===== src/hw/vga_pkg.sv =====
package vga_pkg;

  // screen position wide enough for any common raster
  typedef logic [11:0] coord_t;

  typedef struct packed {
    logic [3:0] r;
    logic [3:0] g;
    logic [3:0] b;
  } rgb_t;

  // pixel stream word that carries its own coordinates
  typedef struct packed {
    coord_t hcount;
    coord_t vcount;
    logic   hsync;
    logic   vsync;
    logic   hblnk;
    logic   vblnk;
    logic   frame_start;
    rgb_t   rgb;
  } pix_t;

  localparam rgb_t RGB_BLACK = '{r: 4'h0, g: 4'h0, b: 4'h0};

endpackage


===== src/hw/game_pkg.sv =====
package game_pkg;

  typedef enum logic [1:0] {
    MENU = 2'd0,
    PLAY = 2'd1,
    OVER = 2'd2
  } game_mode_t;

  // remaining hit points
  typedef logic [3:0] hp_t;

  // fixed palette
  localparam vga_pkg::rgb_t COL_MENU     = '{r: 4'h0, g: 4'h0, b: 4'h6};
  localparam vga_pkg::rgb_t COL_ARENA    = '{r: 4'h0, g: 4'h0, b: 4'h0};
  localparam vga_pkg::rgb_t COL_BORDER   = '{r: 4'hf, g: 4'hf, b: 4'hf};
  localparam vga_pkg::rgb_t COL_OUTSIDE  = '{r: 4'h8, g: 4'h8, b: 4'h8};
  localparam vga_pkg::rgb_t COL_OBSTACLE = '{r: 4'hf, g: 4'h0, b: 4'h0};
  localparam vga_pkg::rgb_t COL_HP       = '{r: 4'h0, g: 4'hf, b: 4'h0};
  localparam vga_pkg::rgb_t COL_OVER     = '{r: 4'h6, g: 4'h0, b: 4'h0};

endpackage


===== src/hw/vga_timing.sv =====
`timescale 1ns/1ps

module vga_timing #(
  parameter int H_ACTIVE = 640,
  parameter int H_FRONT  = 16,
  parameter int H_SYNC   = 96,
  parameter int H_BACK   = 48,
  parameter int V_ACTIVE = 480,
  parameter int V_FRONT  = 10,
  parameter int V_SYNC   = 2,
  parameter int V_BACK   = 33
) (
  input  logic          pclk,
  input  logic          rst,
  output vga_pkg::pix_t pix
);

  import vga_pkg::*;

  localparam int H_TOTAL = H_ACTIVE + H_FRONT + H_SYNC + H_BACK;
  localparam int V_TOTAL = V_ACTIVE + V_FRONT + V_SYNC + V_BACK;

  coord_t h_next;
  coord_t v_next;

  // all flags of one raster position
  function automatic pix_t decode(input coord_t h, input coord_t v);
    pix_t p;
    p.hcount      = h;
    p.vcount      = v;
    p.hsync       = (h >= H_ACTIVE + H_FRONT) && (h < H_ACTIVE + H_FRONT + H_SYNC);
    p.vsync       = (v >= V_ACTIVE + V_FRONT) && (v < V_ACTIVE + V_FRONT + V_SYNC);
    p.hblnk       = (h >= H_ACTIVE);
    p.vblnk       = (v >= V_ACTIVE);
    p.frame_start = (h == '0) && (v == '0);
    p.rgb         = RGB_BLACK;
    return p;
  endfunction

  always_comb begin
    h_next = pix.hcount + 1'b1;
    v_next = pix.vcount;
    if (pix.hcount == coord_t'(H_TOTAL - 1)) begin
      h_next = '0;
      if (pix.vcount == coord_t'(V_TOTAL - 1)) begin
        v_next = '0;
      end else begin
        v_next = pix.vcount + 1'b1;
      end
    end
  end

  // counters live in the output word itself
  always_ff @(posedge pclk) begin
    if (rst) begin
      pix <= decode('0, '0);
    end else begin
      pix <= decode(h_next, v_next);
    end
  end

endmodule


===== src/hw/draw_background.sv =====
`timescale 1ns/1ps

module draw_background #(
  parameter int TOP_LINE    = 120,
  parameter int BOTTOM_LINE = 360,
  parameter int LEFT_LINE   = 160,
  parameter int RIGHT_LINE  = 480,
  parameter int BORDER      = 4
) (
  input  logic                pclk,
  input  logic                rst,
  input  vga_pkg::pix_t       pix_in,
  input  logic                game_button,
  input  logic                menu_button,
  input  logic                game_over,
  output game_pkg::game_mode_t mode,
  output vga_pkg::pix_t       pix_out
);

  import vga_pkg::*;
  import game_pkg::*;

  game_mode_t mode_next;
  logic       in_arena;
  logic       in_interior;
  rgb_t       rgb;

  // mode only moves at the first pixel of a frame
  always_comb begin
    mode_next = mode;
    if (pix_in.frame_start) begin
      if (menu_button) begin
        mode_next = MENU;
      end else begin
        case (mode)
          MENU:    if (game_button) mode_next = PLAY;
          PLAY:    if (game_over) mode_next = OVER;
          default: mode_next = mode;
        endcase
      end
    end
  end

  assign in_arena = (pix_in.hcount >= LEFT_LINE) && (pix_in.hcount < RIGHT_LINE) &&
                    (pix_in.vcount >= TOP_LINE) && (pix_in.vcount < BOTTOM_LINE);

  assign in_interior = (pix_in.hcount >= LEFT_LINE + BORDER) &&
                       (pix_in.hcount < RIGHT_LINE - BORDER) &&
                       (pix_in.vcount >= TOP_LINE + BORDER) &&
                       (pix_in.vcount < BOTTOM_LINE - BORDER);

  // next mode used so the frame's first pixel matches the rest
  always_comb begin
    if (pix_in.hblnk || pix_in.vblnk) begin
      rgb = RGB_BLACK;
    end else if (mode_next == MENU) begin
      rgb = COL_MENU;
    end else if (in_interior) begin
      rgb = (mode_next == OVER) ? COL_OVER : COL_ARENA;
    end else if (in_arena) begin
      rgb = COL_BORDER;
    end else begin
      rgb = COL_OUTSIDE;
    end
  end

  always_ff @(posedge pclk) begin
    if (rst) begin
      mode <= MENU;
    end else begin
      mode <= mode_next;
    end
  end

  always_ff @(posedge pclk) begin
    if (rst) begin
      pix_out <= '0;
    end else begin
      pix_out     <= pix_in;
      pix_out.rgb <= rgb;
    end
  end

endmodule


===== src/hw/obstacle_mover.sv =====
`timescale 1ns/1ps

module obstacle_mover #(
  parameter int TOP_LINE    = 120,
  parameter int BOTTOM_LINE = 360,
  parameter int LEFT_LINE   = 160,
  parameter int RIGHT_LINE  = 480,
  parameter int BORDER      = 4,
  parameter int OBS_W       = 32,
  parameter int OBS_H       = 32,
  parameter int OBS_STEP    = 4
) (
  input  logic                 pclk,
  input  logic                 rst,
  input  vga_pkg::pix_t        pix_in,
  input  game_pkg::game_mode_t mode,
  output vga_pkg::coord_t      obs_x,
  output vga_pkg::coord_t      obs_y,
  output vga_pkg::pix_t        pix_out
);

  import vga_pkg::*;
  import game_pkg::*;

  // travel range of the left edge
  localparam int X_MIN = LEFT_LINE + BORDER;
  localparam int X_MAX = RIGHT_LINE - BORDER - OBS_W;
  localparam int Y_MID = (TOP_LINE + BOTTOM_LINE) / 2 - OBS_H / 2;

  coord_t x_next;
  logic   dir;
  logic   dir_next;
  logic   in_box;
  logic   show;

  // dir high means moving right
  always_comb begin
    x_next   = obs_x;
    dir_next = dir;
    if (pix_in.frame_start) begin
      case (mode)
        MENU: begin
          x_next   = coord_t'(X_MIN);
          dir_next = 1'b1;
        end
        PLAY: begin
          if (dir) begin
            if (obs_x + OBS_STEP > X_MAX) begin
              x_next   = coord_t'(X_MAX);
              dir_next = 1'b0;
            end else begin
              x_next = obs_x + coord_t'(OBS_STEP);
            end
          end else begin
            if (obs_x < X_MIN + OBS_STEP) begin
              x_next   = coord_t'(X_MIN);
              dir_next = 1'b1;
            end else begin
              x_next = obs_x - coord_t'(OBS_STEP);
            end
          end
        end
        default: x_next = obs_x;
      endcase
    end
  end

  assign obs_y = coord_t'(Y_MID);

  assign in_box = (pix_in.hcount >= x_next) && (pix_in.hcount < x_next + OBS_W) &&
                  (pix_in.vcount >= obs_y) && (pix_in.vcount < obs_y + OBS_H);

  assign show = ((mode == PLAY) || (mode == OVER)) && !pix_in.hblnk && !pix_in.vblnk &&
                in_box;

  always_ff @(posedge pclk) begin
    if (rst) begin
      obs_x <= coord_t'(X_MIN);
      dir   <= 1'b1;
    end else begin
      obs_x <= x_next;
      dir   <= dir_next;
    end
  end

  always_ff @(posedge pclk) begin
    if (rst) begin
      pix_out <= '0;
    end else begin
      pix_out <= pix_in;
      if (show) begin
        pix_out.rgb <= COL_OBSTACLE;
      end
    end
  end

endmodule


===== src/hw/collision_detector.sv =====
`timescale 1ns/1ps

module collision_detector #(
  parameter int OBS_W = 32,
  parameter int OBS_H = 32
) (
  input  logic                 pclk,
  input  logic                 rst,
  input  logic                 frame_start,
  input  game_pkg::game_mode_t mode,
  input  vga_pkg::coord_t      obs_x,
  input  vga_pkg::coord_t      obs_y,
  input  vga_pkg::coord_t      player_x,
  input  vga_pkg::coord_t      player_y,
  output logic                 hit
);

  import game_pkg::*;

  logic overlap;

  // same box edges as the drawing
  assign overlap = (player_x >= obs_x) && (player_x < obs_x + OBS_W) &&
                   (player_y >= obs_y) && (player_y < obs_y + OBS_H);

  // one test per frame before the obstacle moves
  always_ff @(posedge pclk) begin
    if (rst) begin
      hit <= 1'b0;
    end else begin
      hit <= frame_start && (mode == PLAY) && overlap;
    end
  end

endmodule


===== src/hw/hp_control.sv =====
`timescale 1ns/1ps

module hp_control #(
  parameter int TOP_LINE  = 120,
  parameter int LEFT_LINE = 160,
  parameter int BORDER    = 4,
  parameter int HP_MAX    = 8
) (
  input  logic                 pclk,
  input  logic                 rst,
  input  vga_pkg::pix_t        pix_in,
  input  game_pkg::game_mode_t mode,
  input  logic                 hit,
  output game_pkg::hp_t        hp,
  output logic                 game_over,
  output vga_pkg::pix_t        pix_out
);

  import vga_pkg::*;
  import game_pkg::*;

  logic   playing;
  coord_t bar_len;
  logic   in_bar;

  assign playing   = (mode == PLAY) || (mode == OVER);
  assign game_over = playing && (hp == '0);

  // four pixels per hit point
  assign bar_len = coord_t'({hp, 2'b00});

  // bar rows sit just above the arena
  assign in_bar = (pix_in.vcount >= TOP_LINE - BORDER) && (pix_in.vcount < TOP_LINE) &&
                  (pix_in.hcount >= LEFT_LINE) && (pix_in.hcount < LEFT_LINE + bar_len);

  always_ff @(posedge pclk) begin
    if (rst) begin
      hp <= hp_t'(HP_MAX);
    end else if (mode == MENU) begin
      hp <= hp_t'(HP_MAX);
    end else if (hit && (hp != '0)) begin
      hp <= hp - 1'b1;
    end
  end

  always_ff @(posedge pclk) begin
    if (rst) begin
      pix_out <= '0;
    end else begin
      pix_out <= pix_in;
      if (playing && in_bar && !pix_in.hblnk && !pix_in.vblnk) begin
        pix_out.rgb <= COL_HP;
      end
    end
  end

endmodule


===== src/hw/vga_game_top.sv =====
`timescale 1ns/1ps

module vga_game_top #(
  parameter int H_ACTIVE    = 640,
  parameter int H_FRONT     = 16,
  parameter int H_SYNC      = 96,
  parameter int H_BACK      = 48,
  parameter int V_ACTIVE    = 480,
  parameter int V_FRONT     = 10,
  parameter int V_SYNC      = 2,
  parameter int V_BACK      = 33,
  parameter int TOP_LINE    = 120,
  parameter int BOTTOM_LINE = 360,
  parameter int LEFT_LINE   = 160,
  parameter int RIGHT_LINE  = 480,
  parameter int BORDER      = 4,
  parameter int OBS_W       = 32,
  parameter int OBS_H       = 32,
  parameter int OBS_STEP    = 4,
  parameter int HP_MAX      = 8
) (
  input  logic            pclk,
  input  logic            rst,
  input  logic            game_button,
  input  logic            menu_button,
  input  vga_pkg::coord_t player_x,
  input  vga_pkg::coord_t player_y,
  output vga_pkg::pix_t   pix,
  output vga_pkg::coord_t obs_x,
  output vga_pkg::coord_t obs_y,
  output game_pkg::hp_t   hp,
  output logic            game_over
);

  import vga_pkg::*;
  import game_pkg::*;

  pix_t       pix_tim;
  pix_t       pix_bg;
  pix_t       pix_obs;
  game_mode_t mode;
  logic       hit;

  vga_timing #(
    .H_ACTIVE(H_ACTIVE), .H_FRONT(H_FRONT), .H_SYNC(H_SYNC), .H_BACK(H_BACK),
    .V_ACTIVE(V_ACTIVE), .V_FRONT(V_FRONT), .V_SYNC(V_SYNC), .V_BACK(V_BACK)
  ) u_timing (
    .pclk (pclk),
    .rst  (rst),
    .pix  (pix_tim)
  );

  draw_background #(
    .TOP_LINE(TOP_LINE), .BOTTOM_LINE(BOTTOM_LINE),
    .LEFT_LINE(LEFT_LINE), .RIGHT_LINE(RIGHT_LINE),
    .BORDER(BORDER)
  ) u_background (
    .pclk        (pclk),
    .rst         (rst),
    .pix_in      (pix_tim),
    .game_button (game_button),
    .menu_button (menu_button),
    .game_over   (game_over),
    .mode        (mode),
    .pix_out     (pix_bg)
  );

  obstacle_mover #(
    .TOP_LINE(TOP_LINE), .BOTTOM_LINE(BOTTOM_LINE),
    .LEFT_LINE(LEFT_LINE), .RIGHT_LINE(RIGHT_LINE),
    .BORDER(BORDER), .OBS_W(OBS_W), .OBS_H(OBS_H), .OBS_STEP(OBS_STEP)
  ) u_obstacle (
    .pclk    (pclk),
    .rst     (rst),
    .pix_in  (pix_bg),
    .mode    (mode),
    .obs_x   (obs_x),
    .obs_y   (obs_y),
    .pix_out (pix_obs)
  );

  // frame strobe straight from the timing stage
  collision_detector #(
    .OBS_W(OBS_W), .OBS_H(OBS_H)
  ) u_collision (
    .pclk        (pclk),
    .rst         (rst),
    .frame_start (pix_tim.frame_start),
    .mode        (mode),
    .obs_x       (obs_x),
    .obs_y       (obs_y),
    .player_x    (player_x),
    .player_y    (player_y),
    .hit         (hit)
  );

  hp_control #(
    .TOP_LINE(TOP_LINE), .LEFT_LINE(LEFT_LINE),
    .BORDER(BORDER), .HP_MAX(HP_MAX)
  ) u_hp (
    .pclk      (pclk),
    .rst       (rst),
    .pix_in    (pix_obs),
    .mode      (mode),
    .hit       (hit),
    .hp        (hp),
    .game_over (game_over),
    .pix_out   (pix)
  );

endmodule


===== config.mk =====
export PLATFORM = sky130hd
export DESIGN_NAME = vga_game_top
export DESIGN_NICKNAME = d
export VERILOG_FILES = /design/src/hw/vga_pkg.sv /design/src/hw/game_pkg.sv /design/src/hw/vga_timing.sv /design/src/hw/draw_background.sv /design/src/hw/obstacle_mover.sv /design/src/hw/collision_detector.sv /design/src/hw/hp_control.sv /design/src/hw/vga_game_top.sv
export SDC_FILE = /design/constraint.sdc
export NUM_CORES = 1
export LEC_CHECK = 0
export ABC_AREA = 1
export BUFFER_PORTS_ARGS = -buffer_cell sky130_fd_sc_hd__buf_2
export CAP_MARGIN = 10
export CORE_ASPECT_RATIO = 0.8
export CORE_MARGIN = 2
export CORE_UTILIZATION = 58
export DETAILED_ROUTE_END_ITERATION = 10
export PLACE_DENSITY_LB_ADDON = 0.12
export SETUP_SLACK_MARGIN = 0.4
export SLEW_MARGIN = 10
export SYNTH_ARGS = -nofsm -noshare
export SYNTH_HDL_FRONTEND = slang
export SYNTH_SLANG_ARGS = --single-unit

===== constraint.sdc =====
create_clock -name pclk -period 3.62 [get_ports pclk]
set_input_delay 0 -clock pclk [delete_from_list [all_inputs] [get_ports pclk]]
set_output_delay 0 -clock pclk [all_outputs]
set_load 0.1 [all_outputs]

==> impl_metrics.py, run 1 <==
metrics = {
    "floorplan": {
        "core-area_um2": 12300,
        "fp.dieH_um": 104,
        "io-pin-count": 98,
        "floorplan.initialDensity_pct": 59.6,
        "die_x_um": 129,
        "die_area_um2": 13500,
        "rows": 36,
    },
    "global_route": {
        "globalRoute.totalOverflow": 0,
        "first_pass_grt_wire_length_mm": 26.5,
        "globalRouteTotalUtil_pct": 24.6,
        "grt_max_degree": 60,
        "grt_antenna_before_repair": 1,
        "first_global_vias": 5484,
    },
    "place": {
        "globalplace.congestion": 0.924,
        "post-dp-hpwl_mm": 11.9,
        "port_buffers": 80,
        "detailedPlace.worstSlack_ps": 142,
        "detailed_place.area_um2": 7880,
        "placed_cells": 1218,
    },
    "timing": {
        "grt_setup_unrepaired": "yes",
        "fin_skew_ps": 11.5,
        "max_slew.worst_pin.slew_ps": 968,
        "maxClockFrequency_ghz": 0.294,
        "layout_worst_path_cycle_share_pct": 94.1,
        "timing.final.setup_violations": 0,
        "final_critical_path_setup_slack_ps": 214,
        "slew-limit-headroom_pct": 33.8,
        "final.min_clock_period_ps": 3410,
        "finalMaxSlewViolations": 0,
        "hold_vio_cnt_final": 0,
    },
    "power_and_ir_drop": {
        "power_mw": 3.69,
        "static-leakage-power_nw": 4.00,
        "ir_drop_mv": 0.350,
        "pwr_density_cell_nw_per_um2": 421,
    },
    "job": {
        "max_cap_violations": 0,
    },
    "critical_path": {
        "crit_top_cell": "nand2_1",
        "worstPathBufferInverterCount": 5,
        "worst_path_largest_cell_delay_ps": 400,
        "crit_path_max_fanout": 5,
        "criticalPathCategory": "flop to flop",
        "worstPathRequired_ps": 3980,
        "worstSetupEndpointType": "flop",
        "critPathArrivalTime_ps": 3770,
        "crit_slowest_cell": "dfxtp_4",
        "cpLargestDelayFamily": "simple AND/OR/NAND/NOR gates",
        "critical_path.startpoint_type": "flop",
    },
    "route": {
        "detail-route-antenna-nets": 0,
        "routed_wl_mm": 16.2,
        "drtIter0Drc": 524,
        "route.detailed.vias_per_inst": 4.99,
        "pre_repair_dr_iteration_count": 5,
        "wl_per_cell_um": 12.8,
        "num_vias": 6342,
        "drc": 0,
    },
    "layout": {
        "post_route_cells_drive_above_1_share_pct": 17.5,
        "design.final.nets": 1169,
        "fill_cells": 1006,
        "flow.area_growth_from_synthesis_pct": 20.0,
        "final_core_utilization_pct": 71.5,
        "antennaDiodeCount": 0,
        "final_design_area_no_fill_um2": 8760,
        "multi_input_area_um2": 3470,
        "layout.area.seq_um2": 3120,
        "instances_no_fill": 1271,
    },
    "status": {
        "run_status": "complete, no violations",
    },
    "cts": {
        "cts-root-buf": "clkbuf_16",
        "clk_pin_slew_worst_paths_ps": 70,
        "numClockSinks": 154,
        "cts_buffer_depth": 2,
        "number_of_buffers_created_by_cts": 17,
        "cts_tree": "done",
        "clock_insertion_delay_worst_skew_ps": 430,
        "cts-htree-levels": 4,
    },
    "synthesis": {
        "synth_area_leader_cell": "dfxtp_1",
        "synth_seq_area_share_pct": 42.2,
        "post_synth.cell_area_avg_um2": 7.40,
        "synth.ff_latch_count": 154,
        "asyncSetResetFlopFracSynth_pct": 0,
        "ys.flop_type": "dfxtp_1",
        "synthDominantCellAreaShare_pct": 42.2,
        "synthCells": 987,
        "yosys_warnings": 0,
        "post_synth_edffs": 0,
        "yosys-top-cells-area": "dfxtp_1 (42%), nor2_1 (10%), inv_1 (9.8%), ha_1 (9.3%), nand2_1 (6.1%)",
        "synthesis.area_um2": 7300,
        "yosys.cell_types.count": 43,
    },
    "worst_hold_path": {
        "hold_class": "input pin to flop",
    },
}
[cells by family (layout without fill, tap and decap cells)]
family,Yosys count,count (layout),synth area share [%]
buf+inv,229,332,12.7
flops,154,154,42.2
compound gates,99,99,7.76
other cells,2,12,0.103
xor+xnor,21,21,2.52
simple gates,428,428,25.4
fa+ha+maj,54,54,9.25
[flip-flops by register name, indices dropped and copies added (netlist names)]
name and cells:
u_hp.pix_out 37, u_obstacle.pix_out 35, u_background.pix_out 33, u_timing.pix 29, u_obstacle.obs_x 12, u_hp.hp 4
u_background.mode 2, u_collision.hit 1, u_obstacle.dir 1
[final timing paths]
| kind | slack, ps | end | from | cells after the start |
|---|---|---|---|---|
| worst max-delay path | 210 | u_obstacle.pix_out[3] | u_obstacle.obs_x[5] | 31 |
| worst max register to register | 210 | u_obstacle.pix_out[3] | u_obstacle.obs_x[5] | 31 |
| worst min-delay path | 60 | u_timing.pix[20] | rst | 2 |
| worst min register to register | 400 | u_obstacle.pix_out[19] | u_background.pix_out[19] | 2 |
[power by group]
part / switching [mW] / leakage [nW] / internal, mW
sequential: 0.00941 / 1.25 / 1.70
combinational: 0.161 / 2.45 / 0.0510
clock: 0.826 / 0.301 / 0.945
[through the flow]
step	hold WS (ps)	TNS [ps]
detailed placement	373	0
global placement	378	0
finish	61.9	0
floorplan	241	0
CTS	59.7	0
global route	87.3	-203
[layout by cell type (no fill, tap or decap), types with 6 or more instances in the layout]
master / Yosys / routed
nand4_1: 19 / 19
a21oi_1: 43 / 38
inv_1: 190 / 186
buf_4: 18 / 23
ha_1: 54 / 50
o21ai_0: 27 / 24
xor2_1: 21 / 21
clkbuf_16: 0 / 17
nand2_2: 6 / 8
nor2_1: 197 / 193
a31oi_1: 6 / 6
clkinv_8: 0 / 6
dfxtp_1: 154 / 143
nor3_1: 17 / 16
nand3_1: 39 / 38
buf_2: 1 / 79
nor4_1: 13 / 13
conb_1: 2 / 12
nand2_1: 119 / 114
dfxtp_4: 0 / 8
[cell type report]
cell class	instances	area share (%)
multi-input cells	614	39.6
flip-flops and latches	154	35.6
inverters	194	8.38
repair buffers	106	6.94
clock buffers	17	4.85
well taps	171	2.44
clock inverters	15	2.24
[per-layer routing]
layer | track usage (%) | share of wire (%) | vias to the layer above
met3 | 5.66 | 7.5 | 20
met5 | 0 | 0 | -
met1 | 38.0 | 50 | 2806
met4 | 6.84 | 1.1 | 0
met2 | 34.1 | 41 | 234
li1 | - | - | 3282
[Yosys cell counts, types with 3 or more instances]
| library cell | n |
|---|---|
| nand4_1 | 19 |
| dfxtp_1 | 154 |
| nand3_1 | 39 |
| nor3_1 | 17 |
| nor4_1 | 13 |
| nand3_2 | 3 |
| nor3b_1 | 3 |
| or2_2 | 4 |
| inv_2 | 3 |
| a31oi_1 | 6 |
| o211ai_1 | 4 |
| inv_1 | 190 |
| xor2_1 | 21 |
| nand2_1 | 119 |
| a21oi_1 | 43 |
| o21ai_0 | 27 |
| buf_4 | 18 |
| nor2_1 | 197 |
| o21bai_1 | 4 |
| nand2_2 | 6 |
| ha_1 | 54 |
| clkbuf_1 | 14 |
[repair_timing]
action                                  CTS  global route
pin swaps                                18            15
hold endpoints to repair                  2             0
setup buffers                            14             3
hold buffers                              4             0
resized for setup                        15             9
endpoints found under the setup margin    6             6
No activity file was read; power rests on OpenSTA's default activity.
==> run 2: changes to the inputs <==
- CORE_MARGIN: 2 -> default
- clock period: 3.62 -> 3.9 ns (I/O delays scaled with it)
==> run 2 against run 1 <==
  * Fmax shrank 0.91%
  * Clock power shrank 8%
  * Combinational power shrank 8%
  * Power shrank 7.7%
  * Largest power group unchanged
  * Wire length shrank 0.18%
  * Setup slack gained 250 ps
  * Sequential share of layout area grew 0.23 points
==> impl_metrics.py, run 2 (same netlist as run 1, synthesis figures left out) <==
metrics = {
    "floorplan": {
        "die_area_um2": 13000,
        "rows": 36,
        "floorplan.initialDensity_pct": 59.8,
        "fp.dieH_um": 102,
        "io-pin-count": 98,
        "core-area_um2": 12200,
        "die_x_um": 127,
    },
    "timing": {
        "grt_setup_unrepaired": "yes",
        "setup_tns_ps": 0,
        "slew-limit-headroom_pct": 35.0,
        "maxClockFrequency_ghz": 0.291,
        "fin_skew_ps": 11.1,
        "layout_worst_path_cycle_share_pct": 88.1,
        "finalMaxSlewViolations": 0,
        "max_slew.worst_pin.slew_ps": 951,
        "hold_vio_cnt_final": 0,
        "timing.final.setup_violations": 0,
        "final.min_clock_period_ps": 3440,
    },
    "cts": {
        "cts_buffer_depth": 2,
        "cts_tree": "done",
        "clock_insertion_delay_worst_skew_ps": 430,
        "number_of_buffers_created_by_cts": 17,
        "cts-htree-levels": 4,
        "numClockSinks": 154,
        "cts-root-buf": "clkbuf_16",
        "clk_pin_slew_worst_paths_ps": 70,
    },
    "layout": {
        "antennaDiodeCount": 0,
        "flip_flop_count_of_the_largest_register_after_layout": 37,
        "design.final.nets": 1156,
        "post_route_cells_drive_above_1_share_pct": 17.2,
        "final_design_area_no_fill_um2": 8680,
        "commonest_cells_after_routing_fill_and_taps_aside": "nor2_1 (189), inv_1 (187), dfxtp_1 (144)",
        "flow.area_growth_from_synthesis_pct": 18.9,
        "fill_cells": 1001,
        "reg.largest.list": "u_hp.pix_out: 37 flops, u_obstacle.pix_out: 35 flops, u_background.pix_out: 33 flops",
        "largest_reg_by_ff_count": "u_hp.pix_out",
        "mostFrequentLayoutCell": "nor2_1",
    },
    "global_route": {
        "globalRouteTotalUtil_pct": 25.5,
        "grt_antenna_before_repair": 1,
        "grt_max_degree": 72,
        "first_pass_grt_wire_length_mm": 25.8,
        "first_global_vias": 5406,
        "globalRoute.totalOverflow": 0,
    },
    "route": {
        "wl_per_cell_um": 12.9,
        "num_vias": 6229,
        "detail-route-antenna-nets": 0,
        "drtIter0Drc": 462,
        "route.detailed.vias_per_inst": 4.95,
        "routed_wl_mm": 16.2,
        "pre_repair_dr_iteration_count": 6,
        "drc": 0,
    },
    "worst_hold_path": {
        "timing.hold.worst_endpoint": "u_collision.hit",
        "hold_path_startpoint": "player_x[11]",
        "hold_class": "input pin to flop",
        "min_delay_path_depth": 5,
    },
    "critical_path": {
        "timing.critical_path.from": "u_obstacle.obs_x[3]",
        "timing.rr.start": "u_obstacle.obs_x[3]",
        "timing.rr.end": "u_obstacle.pix_out[0]",
        "criticalPathCategory": "flop to flop",
        "worstPathRequired_ps": 4230,
        "reg2reg_slack_ps": 460,
        "reg2reg_depth": 26,
        "crit_path_max_fanout": 6,
        "critical_path.startpoint_type": "flop",
        "critPathArrivalTime_ps": 3760,
        "worstSetupEndpointType": "flop",
    },
    "place": {
        "port_buffers": 80,
        "detailed_place.area_um2": 7790,
        "post-dp-hpwl_mm": 11.7,
        "globalplace.congestion": 0.931,
    },
    "power_and_ir_drop": {
        "ir_drop_mv": 0.365,
        "pwr_density_cell_nw_per_um2": 393,
        "static-leakage-power_nw": 3.95,
        "power_mw": 3.41,
    },
    "job": {
        "max_cap_violations": 0,
    },
    "status": {
        "run_status": "complete, no violations",
    },
}
[run 2: layer usage]
layer / track usage [%] / wire [um]
met3: 6.13 / 1050
met1: 37.1 / 8280
met2: 37.1 / 6720
met5: 0 / 0
met4: 8.06 / 136
[run 2: layout make-up]
cell class / count / area [um^2] / share of cell area (%)
tap: 171 / 214 / 2.46
sequential: 154 / 3110 / 35.8
inverter: 194 / 731 / 8.41
clock buffer: 17 / 425 / 4.90
clock inverter: 15 / 168 / 1.93
timing repair buffer: 93 / 510 / 5.88
multi-input combinational: 614 / 3530 / 40.6
[run 2: stage by stage]
| step | hold WS [ps] | utilization (%) | setup slack, ps | instances |
|---|---|---|---|---|
| finish | 73.0 | 71.1 | 463 | 1258 |
| global route | 119 | 71.1 | 164 | 1258 |
| CTS | 71.2 | 69.7 | 420 | 1256 |
| detailed placement | 367 | 63.9 | 224 | 1215 |
| global placement | 373 | 63.9 | 332 | 1215 |
| floorplan | 241 | - | 448 | 997 |
[run 2: how the worst max path moves through the flow]
stage | to | slack (ps) | depth (start not counted)
after floorplan | u_obstacle.pix_out[0] | 450 | 26
after global placement | u_obstacle.pix_out[2] | 330 | 30
after detailed placement | u_obstacle.pix_out[2] | 220 | 30
after CTS | u_obstacle.pix_out[3] | 420 | 31
after global routing | u_obstacle.pix_out[2] | 160 | 28
final | u_obstacle.pix_out[0] | 460 | 26
[run 2: worst max-delay path, cell delays in order (launching register included)]
cell,delay [ps]
dfxtp_4,390
ha_4,150
nand2_4,60
nor2_4,140
nand2_1,60
nand2_1,50
nand2_1,40
nor2_1,90
nand2_1,90
nor2_2,140
nand2_2,90
nand2_4,80
nand2_4,60
o22ai_2,100
nand2_1,70
nand2_2,110
ha_4,150
nand4_1,140
nor3_2,240
xor2_1,170
ha_1,260
a21oi_1,140
o21ai_1,80
nand2_1,100
nand3_4,130
nand2_4,120
nor2_2,50
[run 2: report_power, final]
group	switching, mW	total [mW]	leakage, nW	internal [mW]
combinational	0.149	0.195	2.42	0.0451
sequential	0.00959	1.59	1.25	1.58
clock	0.759	1.62	0.289	0.866
total	0.918	3.41	3.95	2.49
[run 2: what timing repair did]
action / in CTS / in global routing
buffers inserted: 5 / 2
setup endpoints to repair: 6 / 6
cloned: 0 / 0
endpoints found under the hold margin: 2 / 0
hold buffers: 4 / 0
gates resized for setup: 14 / 38
pin swaps: 10 / 32
==> run 3: changes to the inputs <==
- CTS_CLUSTER_SIZE: default -> 14
- REMOVE_ABC_BUFFERS: default -> 1
==> run 3 against run 2 <==
  * Global-route usage fell by 0.38 points
  * Power shrank 0.64%
  * Via count fell by 0.47%
  * Non-clock buffer count up 5
  * Clock power barely moved
  * Register-to-register slack worse by 50 ps
  * Fmax shrank 1.4%
==> impl_metrics.py, run 3 (same netlist as run 1, synthesis figures left out) <==
metrics = {
    "status": {
        "run_status": "complete, no violations",
    },
    "cts": {
        "cts_buffer_depth": 2,
        "numClockSinks": 154,
        "number_of_buffers_created_by_cts": 17,
        "clk_pin_slew_worst_paths_ps": 70,
        "clock_insertion_delay_worst_skew_ps": 420,
        "cts-root-buf": "clkbuf_16",
        "cts-htree-levels": 4,
        "cts_tree": "done",
    },
    "critical_path": {
        "worstPathRequired_ps": 4220,
        "reg2reg_slack_ps": 410,
        "reg2reg_depth": 26,
        "worstSetupEndpointType": "flop",
        "critical_path.startpoint_type": "flop",
        "criticalPathCategory": "flop to flop",
        "timing.rr.end": "u_obstacle.pix_out[3]",
        "critPathArrivalTime_ps": 3800,
        "timing.rr.start": "u_obstacle.obs_x[2]",
        "crit_path_max_fanout": 5,
    },
    "route": {
        "drtIter0Drc": 469,
        "drc": 0,
        "top_layer_used": "met4",
        "routed_wl_mm": 15.8,
        "met3_length_mm": 1.06,
        "num_vias": 6200,
        "route.detailed.vias_per_inst": 4.91,
        "routed-wl-met2_mm": 6.57,
        "detail-route-antenna-nets": 0,
        "wl_per_cell_um": 12.5,
        "wl_met1_mm": 8.09,
        "pre_repair_dr_iteration_count": 5,
    },
    "power_and_ir_drop": {
        "comb_power_share_pct": 5.7,
        "power_frac_seq_pct": 47.0,
        "ir_drop_mv": 0.299,
        "clock_power_share_pct": 47.3,
        "power_switching_share_pct": 26.4,
        "internal_power_mw": 2.49,
        "static-leakage-power_nw": 3.97,
        "netSwitchingPower_uw": 896,
        "pwr_density_cell_nw_per_um2": 390,
    },
    "global_route": {
        "first_global_vias": 5359,
        "grt_max_degree": 63,
        "grt_antenna_before_repair": 0,
        "globalRouteTotalUtil_pct": 25.1,
        "globalRoute.totalOverflow": 0,
        "first_pass_grt_wire_length_mm": 25.5,
    },
    "layout": {
        "largest_reg_by_ff_count": "u_hp.pix_out",
        "flip_flop_count_of_the_largest_register_after_layout": 37,
        "design.final.nets": 1161,
        "reg.largest.list": "u_hp.pix_out: 37 flops, u_obstacle.pix_out: 35 flops, u_background.pix_out: 33 flops",
        "flow.area_growth_from_synthesis_pct": 18.9,
        "post_route_cells_drive_above_1_share_pct": 16.8,
        "antennaDiodeCount": 0,
        "mostFrequentLayoutCell": "nor2_1",
        "commonest_cells_after_routing_fill_and_taps_aside": "nor2_1 (192), inv_1 (187), dfxtp_1 (147)",
    },
    "timing": {
        "fin_skew_ps": 15.0,
        "setup_tns_ps": 0,
        "final.min_clock_period_ps": 3490,
        "hold_vio_cnt_final": 0,
        "layout_worst_path_cycle_share_pct": 89.4,
        "max_slew.worst_pin.slew_ps": 1110,
        "grt_setup_unrepaired": "yes",
        "slew-limit-headroom_pct": 23.9,
        "finalHoldWorstSlack_ps": 70.5,
        "timing.final.setup_violations": 0,
        "finalMaxSlewViolations": 0,
        "maxClockFrequency_ghz": 0.287,
    },
    "worst_hold_path": {
        "min_delay_path_depth": 5,
        "hold_class": "input pin to flop",
        "timing.hold.worst_endpoint": "u_collision.hit",
        "hold_path_startpoint": "player_x[11]",
    },
    "floorplan": {
        "core-area_um2": 12200,
        "io-pin-count": 98,
        "die_area_um2": 13000,
        "fp.dieH_um": 102,
        "die_x_um": 127,
        "floorplan.initialDensity_pct": 59.8,
        "rows": 36,
    },
    "place": {
        "globalplace.congestion": 0.901,
        "port_buffers": 80,
        "post-dp-hpwl_mm": 11.6,
    },
    "job": {
        "max_cap_violations": 0,
    },
}
-- run 3: cell types whose count changed in the layout (fill, tap and decap cells not counted), sizes merged --
cell    change
buf         +5
inv         -3
clkinv      +3
-- run 3: worst max path at each step --
stage / slack [ps] / startpoint / to
after floorplan: -210 / u_obstacle.obs_x[5] / u_obstacle.pix_out[0]
after global placement: 300 / u_obstacle.obs_x[2] / u_obstacle.pix_out[2]
after detailed placement: 160 / u_obstacle.obs_x[2] / u_obstacle.pix_out[2]
after CTS: 400 / u_obstacle.obs_x[5] / u_obstacle.pix_out[0]
after global routing: 110 / u_obstacle.obs_x[2] / u_obstacle.pix_out[3]
final: 410 / u_obstacle.obs_x[2] / u_obstacle.pix_out[3]
-- run 3: power by group through the flow --
stage	registers (mW)	clock network (mW)	logic, mW
2_1_floorplan	1.65	0	0.107
3_3_place_gp	1.63	0	0.181
3_5_place_dp	1.63	0	0.183
4_1_cts	1.59	1.63	0.188
5_1_grt	1.59	1.70	0.213
6_report	1.59	1.60	0.195
-- run 3: final cells by class --
class | count | area, um^2
multi-input cells | 614 | 3490
clock buffers | 17 | 425
repair buffers | 98 | 552
clock inverters | 15 | 174
fillers | 1027 | 3520
well taps | 171 | 214
flip-flops and latches | 154 | 3100
inverters | 194 | 731
-- run 3: metal layers --
metal / vias up / GRT usage, %
li1: 3246 / -
met1: 2762 / 36.8
met2: 185 / 36.9
met3: 7 / 5.55
met4: 0 / 7.14
met5: - / 0
-- run 3: critical path, stage by stage, from the launching register on --
cell     delay, ps
dfxtp_4        380
ha_4           150
nand2_4         70
nor2_4         150
nand2_1         70
nand2_1         50
nand2_1         50
nor2_1         100
nand2_1         80
nor2_1         100
nand2_1         90
nand2_2        140
nand2_4         90
o22ai_2        120
nand2_1         70
nand2_2        130
ha_4           160
nand4_1        140
nor3_2         240
xor2_1         170
ha_1           270
a21oi_2        130
o21ai_1         70
nand2_1        100
nand3_4        130
nand2_4        100
nor2_1          40
-- run 3: repair_timing --
| action | in CTS | in global routing |
|---|---|---|
| hold endpoints to repair | 2 | 0 |
| hold buffers | 4 | 0 |
| buffers inserted | 1 | 6 |
| endpoints found under the setup margin | 6 | 6 |
| resized for setup | 21 | 32 |
| gates cloned | 0 | 0 |
| pin swaps | 6 | 21 |
-- run 3: stage by stage --
| stage | cell area, um^2 | std cells | setup slack, ps | power, mW | util, % |
|---|---|---|---|---|---|
| after floorplan | 7140 | 962 | -206 | 1.75 | - |
| after global placement | 7810 | 1220 | 301 | 1.81 | 64.0 |
| after detailed placement | 7810 | 1220 | 159 | 1.81 | 64.0 |
| after CTS | 8510 | 1257 | 403 | 3.41 | 69.7 |
| after global routing | 8690 | 1263 | 112 | 3.50 | 71.2 |
| final | 8690 | 1263 | 414 | 3.39 | 71.2 |
